<file path="config.mk">
export PLATFORM = sky130hd
export DESIGN_NAME = ep_top
export DESIGN_NICKNAME = d
export VERILOG_FILES = /design/src/ep_pkg.sv /design/src/ep_reg_file.sv /design/src/ep_rx_engine.sv /design/src/ep_top.sv /design/src/ep_tx_engine.sv /design/src/ep_wdma_fsm.sv
export SDC_FILE = /design/constraint.sdc
export NUM_CORES = 1
export LEC_CHECK = 0
export BUFFER_PORTS_ARGS = -buffer_cell sky130_fd_sc_hd__buf_2
export CORE_AREA = 5 5 199 201
export DETAILED_ROUTE_END_ITERATION = 8
export DIE_AREA = 0 0 204 206
export GPL_ROUTABILITY_DRIVEN = 0
export PLACE_DENSITY_LB_ADDON = 0.25
export REMOVE_ABC_BUFFERS = 1
export SETUP_SLACK_MARGIN = 0.15
export SYNTH_ARGS = -nofsm -noshare
export SYNTH_HDL_FRONTEND = slang
export SYNTH_HIERARCHICAL = 1
export SYNTH_SLANG_ARGS = --single-unit
</file>
<file path="constraint.sdc">
create_clock -name clk -period 6.1 [get_ports clk]
set_input_delay 0.61 -clock clk [delete_from_list [all_inputs] [get_ports clk]]
set_output_delay 0.61 -clock clk [all_outputs]
set_load 0.1 [all_outputs]
</file>
<file path="src/ep_pkg.sv">
// Packet, register-map and status types shared by the endpoint RTL and its testbench
package ep_pkg;

    localparam int DATA_W = 64;    // Stream beat width

    typedef enum logic [1:0] {
        KIND_REG_WR = 2'd0,
        KIND_REG_RD = 2'd1,
        KIND_CPLD   = 2'd2,
        KIND_DMA_WR = 2'd3
    } ep_kind_e;

    // Sits in beat bits 63:32
    typedef struct packed {
        ep_kind_e   kind;
        logic [7:0] tag;
        logic [9:0] len;         // Payload beats
        logic [3:0] reg_addr;
        logic [7:0] addr_hi;
    } ep_hdr_t;

    typedef enum logic [3:0] {
        REG_CTRL      = 4'd0,
        REG_ADDR_LO   = 4'd1,
        REG_ADDR_HI   = 4'd2,
        REG_FRAME_LEN = 4'd3,
        REG_BPMID     = 4'd4,
        REG_TF_LEN    = 4'd5,
        REG_STATUS    = 4'd6,
        REG_LINK      = 4'd7
    } ep_reg_e;

    typedef struct packed {
        logic        en;
        ep_reg_e     addr;
        logic [31:0] data;
    } reg_wr_t;

    typedef struct packed {
        logic [7:0] tag;
        ep_reg_e    reg_addr;
    } cpl_req_t;

    typedef struct packed {
        logic        enable;
        logic        restart;    // One-cycle pulse
        logic [39:0] base_addr;
        logic [9:0]  frame_len;
    } wdma_cfg_t;

    typedef struct packed {
        logic [15:0] frame_cnt;
        logic        overrun;
        logic        busy;
    } wdma_stat_t;

    typedef struct packed {
        logic [39:0] addr;
        logic [9:0]  len;
    } wdma_cmd_t;

endpackage

</file>
<file path="src/ep_reg_file.sv">
// Control and status register file, with a combinational read port for completions
`timescale 1ns/1ps

module ep_reg_file (
    input  logic                clk,
    input  logic                rst_n,
    input  ep_pkg::reg_wr_t     reg_wr_i,
    input  ep_pkg::ep_reg_e     rd_addr_i,
    output logic [31:0]         rd_data_o,
    output ep_pkg::wdma_cfg_t   wdma_cfg_o,
    input  ep_pkg::wdma_stat_t  wdma_stat_i,
    input  logic                fofb_rxlink_up_i,
    input  logic [9:0]          fofb_rxlink_partner_i,
    output logic [9:0]          bpmid_o,
    output logic [15:0]         timeframe_length_o
);
    import ep_pkg::*;

    logic        dma_en;
    logic        restart;
    logic [31:0] addr_lo;
    logic [7:0]  addr_hi;
    logic [9:0]  frame_len;

    always_ff @(posedge clk) begin
        if (!rst_n) begin
            dma_en             <= 1'b0;
            restart            <= 1'b0;
            addr_lo            <= '0;
            addr_hi            <= '0;
            frame_len          <= '0;
            bpmid_o            <= '0;
            timeframe_length_o <= '0;
        end else begin
            restart <= 1'b0;
            if (reg_wr_i.en) begin
                case (reg_wr_i.addr)
                    REG_CTRL: begin
                        dma_en  <= reg_wr_i.data[0];
                        restart <= reg_wr_i.data[0];    // Enable write also rewinds
                    end
                    REG_ADDR_LO:   addr_lo            <= reg_wr_i.data;
                    REG_ADDR_HI:   addr_hi            <= reg_wr_i.data[7:0];
                    REG_FRAME_LEN: frame_len          <= reg_wr_i.data[9:0];
                    REG_BPMID:     bpmid_o            <= reg_wr_i.data[9:0];
                    REG_TF_LEN:    timeframe_length_o <= reg_wr_i.data[15:0];
                    default: ;                          // Status, link, unmapped
                endcase
            end
        end
    end

    always_comb begin
        case (rd_addr_i)
            REG_CTRL:      rd_data_o = {31'd0, dma_en};
            REG_ADDR_LO:   rd_data_o = addr_lo;
            REG_ADDR_HI:   rd_data_o = {24'd0, addr_hi};
            REG_FRAME_LEN: rd_data_o = {22'd0, frame_len};
            REG_BPMID:     rd_data_o = {22'd0, bpmid_o};
            REG_TF_LEN:    rd_data_o = {16'd0, timeframe_length_o};
            REG_STATUS:    rd_data_o = {14'd0, wdma_stat_i.busy, wdma_stat_i.overrun,
                                        wdma_stat_i.frame_cnt};
            REG_LINK:      rd_data_o = {21'd0, fofb_rxlink_up_i, fofb_rxlink_partner_i};
            default:       rd_data_o = '0;
        endcase
    end

    assign wdma_cfg_o.enable    = dma_en;
    assign wdma_cfg_o.restart   = restart;
    assign wdma_cfg_o.base_addr = {addr_hi, addr_lo};
    assign wdma_cfg_o.frame_len = frame_len;

endmodule

</file>
<file path="src/ep_rx_engine.sv">
// Receive engine: turns single-beat host requests into register writes and completion requests
`timescale 1ns/1ps

module ep_rx_engine (
    input  logic                      clk,
    input  logic                      rst_n,
    input  logic [ep_pkg::DATA_W-1:0] rx_data_i,
    input  logic                      rx_sof_i,
    input  logic                      rx_eof_i,
    input  logic                      rx_valid_i,
    output logic                      rx_ready_o,
    output ep_pkg::reg_wr_t           reg_wr_o,
    output ep_pkg::cpl_req_t          cpl_req_o,
    output logic                      req_compl_o,
    input  logic                      compl_done_i
);
    import ep_pkg::*;

    ep_hdr_t hdr;
    logic    req_acc;

    assign hdr     = rx_data_i[DATA_W-1:32];
    assign req_acc = rx_valid_i && rx_ready_o && rx_sof_i && rx_eof_i;  // Multi-beat dropped

    always_ff @(posedge clk) begin
        if (!rst_n) begin
            rx_ready_o  <= 1'b1;
            req_compl_o <= 1'b0;
            reg_wr_o    <= '0;
            cpl_req_o   <= '0;
        end else begin
            reg_wr_o.en <= 1'b0;
            if (req_acc && hdr.kind == KIND_REG_WR) begin
                reg_wr_o.en   <= 1'b1;
                reg_wr_o.addr <= ep_reg_e'(hdr.reg_addr);
                reg_wr_o.data <= rx_data_i[31:0];
            end
            if (req_acc && hdr.kind == KIND_REG_RD) begin
                cpl_req_o.tag      <= hdr.tag;
                cpl_req_o.reg_addr <= ep_reg_e'(hdr.reg_addr);
                req_compl_o        <= 1'b1;
                rx_ready_o         <= 1'b0;     // Hold off until completion sent
            end
            if (compl_done_i) begin
                req_compl_o <= 1'b0;
                rx_ready_o  <= 1'b1;
            end
        end
    end

endmodule

</file>
<file path="src/ep_top.sv">
// Endpoint top level: connects the receive, register, write-DMA and transmit engines
`timescale 1ns/1ps

module ep_top #(
    parameter int XY_ADDR_W = 10
) (
    input  logic                      clk,
    input  logic                      rst_n,
    input  logic [ep_pkg::DATA_W-1:0] rx_data_i,
    input  logic                      rx_sof_i,
    input  logic                      rx_eof_i,
    input  logic                      rx_valid_i,
    output logic                      rx_ready_o,
    output logic [ep_pkg::DATA_W-1:0] tx_data_o,
    output logic                      tx_sof_o,
    output logic                      tx_eof_o,
    output logic                      tx_valid_o,
    input  logic                      tx_ready_i,
    output logic [XY_ADDR_W-1:0]      xy_buf_addr_o,
    input  logic [ep_pkg::DATA_W-1:0] xy_buf_dat_i,
    input  logic                      fofb_rxlink_up_i,
    input  logic [9:0]                fofb_rxlink_partner_i,
    input  logic                      timeframe_end_rise_i,
    output logic [9:0]                bpmid_o,
    output logic [15:0]               timeframe_length_o
);
    import ep_pkg::*;

    reg_wr_t     reg_wr;
    cpl_req_t    cpl_req;
    logic        req_compl;
    logic        compl_done;
    ep_reg_e     rd_addr;
    logic [31:0] rd_data;
    wdma_cfg_t   wdma_cfg;
    wdma_stat_t  wdma_stat;
    logic        wdma_start;
    wdma_cmd_t   wdma_cmd;
    logic        wdma_done;

    ep_rx_engine rx_i (
        .clk          (clk),
        .rst_n        (rst_n),
        .rx_data_i    (rx_data_i),
        .rx_sof_i     (rx_sof_i),
        .rx_eof_i     (rx_eof_i),
        .rx_valid_i   (rx_valid_i),
        .rx_ready_o   (rx_ready_o),
        .reg_wr_o     (reg_wr),
        .cpl_req_o    (cpl_req),
        .req_compl_o  (req_compl),
        .compl_done_i (compl_done)
    );

    ep_reg_file regs_i (
        .clk                   (clk),
        .rst_n                 (rst_n),
        .reg_wr_i              (reg_wr),
        .rd_addr_i             (rd_addr),
        .rd_data_o             (rd_data),
        .wdma_cfg_o            (wdma_cfg),
        .wdma_stat_i           (wdma_stat),
        .fofb_rxlink_up_i      (fofb_rxlink_up_i),
        .fofb_rxlink_partner_i (fofb_rxlink_partner_i),
        .bpmid_o               (bpmid_o),
        .timeframe_length_o    (timeframe_length_o)
    );

    ep_wdma_fsm wdma_i (
        .clk                  (clk),
        .rst_n                (rst_n),
        .wdma_cfg_i           (wdma_cfg),
        .timeframe_end_rise_i (timeframe_end_rise_i),
        .wdma_start_o         (wdma_start),
        .wdma_cmd_o           (wdma_cmd),
        .wdma_done_i          (wdma_done),
        .wdma_stat_o          (wdma_stat)
    );

    ep_tx_engine #(
        .XY_ADDR_W (XY_ADDR_W)
    ) tx_i (
        .clk           (clk),
        .rst_n         (rst_n),
        .tx_data_o     (tx_data_o),
        .tx_sof_o      (tx_sof_o),
        .tx_eof_o      (tx_eof_o),
        .tx_valid_o    (tx_valid_o),
        .tx_ready_i    (tx_ready_i),
        .req_compl_i   (req_compl),
        .cpl_req_i     (cpl_req),
        .compl_done_o  (compl_done),
        .rd_addr_o     (rd_addr),
        .rd_data_i     (rd_data),
        .wdma_start_i  (wdma_start),
        .wdma_cmd_i    (wdma_cmd),
        .wdma_done_o   (wdma_done),
        .xy_buf_addr_o (xy_buf_addr_o),
        .xy_buf_dat_i  (xy_buf_dat_i)
    );

endmodule

</file>
<file path="src/ep_tx_engine.sv">
// Transmit engine: builds completion and DMA write packets and holds beats under back-pressure
`timescale 1ns/1ps

module ep_tx_engine #(
    parameter int XY_ADDR_W = 10
) (
    input  logic                      clk,
    input  logic                      rst_n,
    output logic [ep_pkg::DATA_W-1:0] tx_data_o,
    output logic                      tx_sof_o,
    output logic                      tx_eof_o,
    output logic                      tx_valid_o,
    input  logic                      tx_ready_i,
    input  logic                      req_compl_i,
    input  ep_pkg::cpl_req_t          cpl_req_i,
    output logic                      compl_done_o,
    output ep_pkg::ep_reg_e           rd_addr_o,
    input  logic [31:0]               rd_data_i,
    input  logic                      wdma_start_i,
    input  ep_pkg::wdma_cmd_t         wdma_cmd_i,
    output logic                      wdma_done_o,
    output logic [XY_ADDR_W-1:0]      xy_buf_addr_o,
    input  logic [ep_pkg::DATA_W-1:0] xy_buf_dat_i
);
    import ep_pkg::*;

    // State names the beat held in the output register
    typedef enum logic [1:0] {ST_IDLE, ST_CPL, ST_DMA_HDR, ST_DMA_DATA} state_e;

    state_e    state;
    logic      dma_pend;
    wdma_cmd_t dma_cmd;
    ep_hdr_t   cpl_hdr;
    ep_hdr_t   dma_hdr;
    logic      in_dma;
    logic      last_beat;

    assign rd_addr_o    = cpl_req_i.reg_addr;
    assign in_dma       = state == ST_DMA_HDR || state == ST_DMA_DATA;
    assign compl_done_o = tx_valid_o && tx_ready_i && state == ST_CPL;
    assign wdma_done_o  = tx_valid_o && tx_ready_i && tx_eof_o && in_dma;
    assign last_beat    = xy_buf_addr_o == XY_ADDR_W'(dma_cmd.len - 10'd1);

    always_comb begin
        cpl_hdr          = '0;
        cpl_hdr.kind     = KIND_CPLD;
        cpl_hdr.tag      = cpl_req_i.tag;
        cpl_hdr.len      = 10'd1;
        cpl_hdr.reg_addr = cpl_req_i.reg_addr;
        dma_hdr          = '0;
        dma_hdr.kind     = KIND_DMA_WR;
        dma_hdr.len      = dma_cmd.len;
        dma_hdr.addr_hi  = dma_cmd.addr[39:32];
    end

    always_ff @(posedge clk) begin
        if (wdma_start_i) dma_cmd <= wdma_cmd_i;
    end

    always_ff @(posedge clk) begin
        if (!rst_n) begin
            state         <= ST_IDLE;
            dma_pend      <= 1'b0;
            tx_valid_o    <= 1'b0;
            tx_sof_o      <= 1'b0;
            tx_eof_o      <= 1'b0;
            xy_buf_addr_o <= '0;
        end else begin
            if (wdma_start_i) dma_pend <= 1'b1;
            case (state)
                ST_IDLE: begin
                    if (req_compl_i) begin                  // Completions win
                        tx_data_o  <= {cpl_hdr, rd_data_i};
                        tx_sof_o   <= 1'b1;
                        tx_eof_o   <= 1'b1;
                        tx_valid_o <= 1'b1;
                        state      <= ST_CPL;
                    end else if (dma_pend) begin
                        tx_data_o  <= {dma_hdr, dma_cmd.addr[31:0]};
                        tx_sof_o   <= 1'b1;
                        tx_eof_o   <= dma_cmd.len == 10'd0;
                        tx_valid_o <= 1'b1;
                        dma_pend   <= 1'b0;
                        state      <= ST_DMA_HDR;
                    end
                end
                ST_CPL: begin
                    if (tx_ready_i) begin
                        tx_valid_o <= 1'b0;
                        state      <= ST_IDLE;
                    end
                end
                ST_DMA_HDR, ST_DMA_DATA: begin
                    if (tx_ready_i && tx_eof_o) begin
                        tx_valid_o <= 1'b0;
                        state      <= ST_IDLE;
                    end else if (tx_ready_i) begin
                        tx_data_o     <= xy_buf_dat_i;      // Word at xy_buf_addr_o
                        tx_sof_o      <= 1'b0;
                        tx_eof_o      <= last_beat;
                        xy_buf_addr_o <= last_beat ? '0 : xy_buf_addr_o + 1'b1;
                        state         <= ST_DMA_DATA;
                    end
                end
                default: state <= ST_IDLE;
            endcase
        end
    end

endmodule

</file>
<file path="src/ep_wdma_fsm.sv">
// Write-DMA sequencer: launches one frame per timeframe end and tracks frame address and count
`timescale 1ns/1ps

module ep_wdma_fsm (
    input  logic                clk,
    input  logic                rst_n,
    input  ep_pkg::wdma_cfg_t   wdma_cfg_i,
    input  logic                timeframe_end_rise_i,
    output logic                wdma_start_o,
    output ep_pkg::wdma_cmd_t   wdma_cmd_o,
    input  logic                wdma_done_i,
    output ep_pkg::wdma_stat_t  wdma_stat_o
);
    import ep_pkg::*;

    typedef enum logic {ST_IDLE, ST_BUSY} state_e;

    state_e      state;
    logic [39:0] frame_ofs;     // Offset of next frame from base
    logic [15:0] frame_cnt;
    logic        overrun;
    logic        launch;

    assign launch = state == ST_IDLE && timeframe_end_rise_i && wdma_cfg_i.enable;

    always_ff @(posedge clk) begin
        if (!rst_n) begin
            state        <= ST_IDLE;
            wdma_start_o <= 1'b0;
            frame_ofs    <= '0;
            frame_cnt    <= '0;
            overrun      <= 1'b0;
        end else begin
            wdma_start_o <= launch;
            case (state)
                ST_IDLE: if (launch) state <= ST_BUSY;
                ST_BUSY: begin
                    if (timeframe_end_rise_i) overrun <= 1'b1;   // Sticky
                    if (wdma_done_i) begin
                        state     <= ST_IDLE;
                        frame_cnt <= frame_cnt + 16'd1;
                        frame_ofs <= frame_ofs + {27'd0, wdma_cmd_o.len, 3'd0};
                    end
                end
                default: state <= ST_IDLE;
            endcase
            if (wdma_cfg_i.restart) begin
                frame_ofs <= '0;
                frame_cnt <= '0;
                overrun   <= 1'b0;
            end
        end
    end

    always_ff @(posedge clk) begin
        if (launch) begin
            wdma_cmd_o.addr <= wdma_cfg_i.restart ? wdma_cfg_i.base_addr
                                                  : wdma_cfg_i.base_addr + frame_ofs;
            wdma_cmd_o.len  <= wdma_cfg_i.frame_len;
        end
    end

    assign wdma_stat_o.frame_cnt = frame_cnt;
    assign wdma_stat_o.overrun   = overrun;
    assign wdma_stat_o.busy      = state == ST_BUSY;

endmodule

</file>
# Yosys cells after proc, flatten, opt, wreduce, memory -nomap -nowiden
# Index checks and enable logic that the tools add are counted.
[totals] reg_bits=368 in_bits=146 out_inout_bits=104 elab_cells=131
[op_classes] add_sub_neg=5 n_eq_ne=23 mux=34 n_bitwise=3 n_reduce_logical=36
[ops] op="64-bit two-way mux" count=4
[ops] op="32-bit case mux with 8 select lines" count=1
[ops] op="64-bit case mux with 2 select lines" count=1
[ops] op="40-bit by 13-bit adder with 40-bit output" count=1
[ops] op="40-bit adder" count=1
[ops] op="40-bit two-way mux" count=1
[ops] op="37-bit two-way mux" count=1
[ops] op="4-bit by 3-bit == test with 1-bit output, second input constant" count=6
[ops] op="16-bit by 1-bit adder with 16-bit output, second input constant" count=1
[ops] op="4-bit by 2-bit == test with 1-bit output, second input constant" count=4
[ops] op="2-bit AND reduction" count=8
[ops] op="1-bit two-way mux" count=15
[ops] op="1-bit logical AND" count=12
[ops] op="3-bit AND reduction" count=4
[ops] op="10-bit by 1-bit adder with 10-bit output, second input constant" count=1
[ops] op="10-bit == test" count=1
[ops] op="10-bit logical NOT" count=1
[ops] op="10-bit two-way mux" count=1
[ops] op="2-bit two-way mux" count=5
[ops] op="10-bit by 1-bit subtractor with 10-bit output, second input constant" count=1
[ops] op="4-bit by 1-bit == test with 1-bit output, second input constant" count=2
[ops] op="4-bit logical NOT" count=2
[ops] op="2-bit inequality test, second input constant" count=3
[ops] op="3-bit by 2-bit inequality test with 1-bit output, second input constant" count=2
[ops] op="other kinds (13)" count=22

# Logic depth before layout (Yosys ltp)
[logic_depth] depth_word=5 depth_mapped=11 ltp_nobuf=10

# Modules after synthesis
# Netlist, hierarchy kept.
[by_module_without_submodules] module="ep_wdma_fsm" n_inst=1 cells_per_inst=751 area_per_inst_um2=6633.9 seq_area_each_um2=2622.5
[by_module_without_submodules] module="ep_tx_engine" n_inst=1 cells_per_inst=404 area_per_inst_um2=5525.3 seq_area_each_um2=3743.6
[by_module_without_submodules] module="ep_reg_file" n_inst=1 cells_per_inst=467 area_per_inst_um2=4051.4 seq_area_each_um2=1561.5
[by_module_without_submodules] module="ep_rx_engine" n_inst=1 cells_per_inst=215 area_per_inst_um2=2039.5 seq_area_each_um2=1021.0

# Worst setup path before layout
# OpenSTA, ideal clock, no wires.
[synth_path] kind="reg-to-reg" from="reg tx_i.tx_eof_o" to="reg tx_i.tx_eof_o" setup_time_ns=0.086 arrival_time_ns=6.525 required_time_ns=6.014 setup_slack_ns=-0.511 path_stages_with_launch=6 n_path_buf=0 period_less_slack_ns=6.611 path_cell_list="dfxtp_1 -> nand3b_1 -> a21boi_0 -> nand2_1 -> o21a_1 -> o21ai_1"
[synth_via] elab_chain_cells=3
[synth_lines] element="from (decl)" line_no="ep_tx_engine.sv:11" text="output logic tx_eof_o,"
[synth_lines] element="from (signal assigned)" line_no="ep_tx_engine.sv:100" text="tx_eof_o <= last_beat;"
[synth_lines] element="1-bit logical AND" line_no="ep_tx_engine.sv:94" text="if (tx_ready_i && tx_eof_o) begin"
[synth_lines] element="2-bit inequality test (no source line)"
[synth_lines] element="4-bit AND reduction (no source line)"
# No other way between the ends.
# A chain may end at the register's enable or synchronous reset.

# Worst setup path after layout
[layout_path] from="reg regs_i.addr_lo[3]" to="reg wdma_i/wdma_cmd_o[47] in the netlist's numbering (data pin)"
[layout_via] elab_chain_cells=2
[layout_lines] element="from (decl)" line_no="ep_reg_file.sv:21" text="logic [31:0] addr_lo;"
[layout_lines] element="from (signal assigned)" line_no="ep_reg_file.sv:42" text="REG_ADDR_LO: addr_lo <= reg_wr_i.data;"
[layout_lines] element="40-bit adder" line_no="ep_wdma_fsm.sv:58" text=": wdma_cfg_i.base_addr + frame_ofs;"
[layout_lines] element="40-bit two-way mux" line_no="ep_wdma_fsm.sv:57" text="wdma_cmd_o.addr <= wdma_cfg_i.restart ? wdma_cfg_i.base_addr"
[layout_lines] element="to (decl)" line_no="ep_wdma_fsm.sv:10" text="output ep_pkg::wdma_cmd_t wdma_cmd_o,"
# No other way between the ends.

==> run summary <==
Outcome: finished clean
Worst Setup End Kind: flop
Ys async rst share: 0
Final Slew Violations: 0
CTS Buf Count: 40
CP Launch Type: flop
Max-slew headroom: 0.215
GR peak layer: met2
RSZ-0062 raised after global routing: false
Seq pwr share: 0.499
Overflow after GRT: 0
Initial DRC count: 997
Crit path cell chain: ha_1, fa_1, a211oi_1, o21ai_1, a31oi_1, o22ai_1, o211a_1, a2111oi_0, xor2_1, o21ai_0
Final Core Density: 0.561
Vias per cell: 5.70
Placed Cells incl. Taps: 2,482
Total Wirelength: 49,000 µm
N_diodes: 0
Endpoints failing hold: 0
Synth Area in Adders: 0.0358
Net switching power figure: 1.07 mW
CTS sink cnt: 365
FMAX: 262 MHz
HP Start: rx_data_i[19]
CTS max path bufs: 3
Synth Instances: 1,837
Initial core utilization: 0.488
Largest area contributor in the netlist: edfxtp_1
Slowest stage delay, CP: 0.51 ns
Area contributors post-synth: edfxtp_1 (27%), dfxtp_1 (22%), nand2_1 (5.8%), mux2i_1 (5.5%), o21ai_0 (4.4%)
Reg-to-reg startpoint: regs_i/addr_lo[3]
R2R cell count: 10
Pin count of the biggest net entering global routing: 105
Layout Nets: 2,210
Number of global-route vias before repair: 13,800
Simple-Gate Fraction of Synth Area: 0.160
Core ar.: 37,400 µm²
DRC: 0
Post-CTS setup buffers: 0
Power per standard cell area: 244 nW/µm²
Peak supply drop: 0.179 mV
M1 GR Usage: 0.329
Synthesized flop and latch total: 365
Final setup skew: 0.0194 ns
Clock latency on the worst-skew pair: 0.54 ns
Data arrival, critical path: 4.04 ns
Distinct cells, synth: 86
Die Height: 206 µm
Critical Path RT: 6.33 ns
Post-synthesis mux area share: 0.0721
I/O Buffers: 231
Crit share post-route: 0.625
GRT met2 Usage: 0.355
PostCTS Resize Cnt: 0
Crit Path Max Fanout: 4
WL/cell: 19.2 µm
First-pass GRT wire length: 75,900 µm
Critical path class: reg2reg
I/O pins: 250
Share of layout cells above drive strength 1: 0.180
Top cell type's share of synthesized area: 0.270
Compound-Gate Fraction of Synth Area: 0.162
Min-Delay Path Class: in2reg
Vias: 14,600
Yosys warning total: 6
Max-Cap Viols: 0
Worst-path clk slew: 0.06 ns
M3 GR Usage: 0.0336
Mapped cell area: 18,300 µm²
Detailed Place HPWL: 34,400 µm
Comb power frac: 0.029
Post-synthesis sequential area ratio: 0.490
Final non-filler cell total: 2,556
Hold Path End: rx_i/reg_wr_o[19]
P_int: 4.03 mW
Average size of a mapped cell: 9.93 µm²
Synth top cells by count: nand2_1 (280), dfxtp_1 (201), edfxtp_1 (164)
Initial antenna violation count: 1
Worst-Margin Slew: 1.17 ns
Reg-to-reg slack, setup: 2.29 ns
Total global-route track usage: 0.224
Power Total: 5.11 mW
ANT nets after route: 0
DRT Pass-1 Iters: 7
Die area: 42,000 µm²
CTS tree: yes
Hold Path Stages: 3
CP max stage cell: a2111oi_0
Xor/xnor cell area share of the yosys netlist: 0.0412
Switching share of power: 0.210
Row count: 71
Post-CTS Hold Fix Bufs: 0
Main combinational cell family by area after synthesis: compound AO/OA/AOI/OAI gates
Setup Viol. Count Final: 0
Number of H-tree levels: 2
Post-synth EDFFs: 164
Worst reg2reg endpoint: wdma_i/wdma_cmd_o[47]
CTS root buf: clkbuf_16
Leakage: 7.81 nW
DIE WIDTH: 204 µm
Area delta synth->final: 14.9%
Clock power share: 0.471
Most instantiated library cell after synthesis: nand2_1
Synth Flop Type: dfxtp_1
Min cycle time layout: 3.81 ns
-- how the worst max path moves through the flow --
stage / start / end / cells after the start
after global placement: regs_i/addr_lo[3] / wdma_i/wdma_cmd_o[47] / 10
after CTS: regs_i/addr_lo[3] / wdma_i/wdma_cmd_o[47] / 10
after floorplan: tx_i/state[1] / tx_i/tx_eof_o / 5
final: regs_i/addr_lo[3] / wdma_i/wdma_cmd_o[47] / 10
after global routing: regs_i/addr_lo[3] / wdma_i/wdma_cmd_o[47] / 10
after detailed placement: regs_i/addr_lo[3] / wdma_i/wdma_cmd_o[47] / 10
-- worst max-delay path: cells and delay by family, from the launching register on --
family	cells	cell delay, ns
DFF	1	0.35
adders and majority gates	2	0.68
AOI/OAI and AO/OA	7	2.27
xor gates and xnor gates	1	0.20
-- sequential cells by signal, indices dropped and copies added (netlist names), 2 cells and up --
signal	cells
tx_i/dma_cmd	50
wdma_i/frame_ofs	37
tx_i/xy_buf_addr_o	10
wdma_i/wdma_cmd_o	50
regs_i/frame_len	10
regs_i/addr_hi	8
wdma_i/frame_cnt	16
regs_i/bpmid_o	10
rx_i/reg_wr_o	37
tx_i/tx_data_o	64
regs_i/timeframe_length_o	16
tx_i/state	2
rx_i/cpl_req_o	12
regs_i/addr_lo	32
-- cell families (layout without fill, tap and decap cells) --
family	after synthesis	count (layout)
adders and majority gates	51	51
AOI/OAI and AO/OA	460	460
and+or+nand+nor	606	606
DFF	365	365
xor gates and xnor gates	85	85
buffers and inverters	145	353
muxes	125	125
-- power groups by stage --
| stage | clock network [mW] | registers, mW | logic [mW] |
|---|---|---|---|
| 6_report | 2.41 | 2.55 | 0.151 |
| 4_1_cts | 2.46 | 2.55 | 0.152 |
| 5_1_grt | 2.56 | 2.55 | 0.163 |
| 3_3_place_gp | 0 | 2.60 | 0.150 |
| 3_5_place_dp | 0 | 2.60 | 0.151 |
| 2_1_floorplan | 0 | 2.63 | 0.0410 |
-- cell usage in the layout, fill, tap and decap left out, types with 8 or more instances in the layout --
cell and count:
nand2_1 280, buf_2 230, dfxtp_1 197, edfxtp_1 164
o21ai_0 161, mux2i_1 101, nor2_1 84, nand3_1 83
a21oi_1 74, a21boi_0 58, ha_1 49, clkbuf_16 42
xor2_1 42, xnor2_1 42, a22o_1 30, a21o_1 25
inv_1 24, buf_4 22, mux2_2 21, and3_1 20
and2_1 20, nor3_1 19, nand4_1 19, a22oi_1 18
or3_1 15, a31oi_1 13, o21a_1 11, nor2b_1 10
o211ai_1 10, clkbuf_1 8, clkinv_1 8
-- stage by stage --
step                TNS (ns)  hold slack (ns)  area, µm²  setup WS (ns)
floorplan            -107.62            0.400      17700          -1.87
global placement           0            0.402      19700           2.42
detailed placement         0            0.405      19700           2.40
CTS                        0            0.300      21000           2.36
global route               0            0.310      21000           2.08
finish                     0            0.318      21000           2.29
-- area by class of cell --
cell class | count | area, µm²
tap | 511 | 639
sequential | 365 | 8960
fill | 3275 | 16400
timing repair buffer | 253 | 1330
clock inverter | 20 | 178
clock buffer | 54 | 1140
inverter | 26 | 97.6
multi-input combinational | 1327 | 8640
-- layer usage --
| metal | vias up | wire length, µm |
|---|---|---|
| li1 | 7028 | - |
| met1 | 6990 | 22800 |
| met2 | 506 | 22000 |
| met3 | 57 | 3370 |
| met4 | 0 | 778 |
| met5 | - | 0 |
No activity file was read; power rests on OpenSTA's default activity.
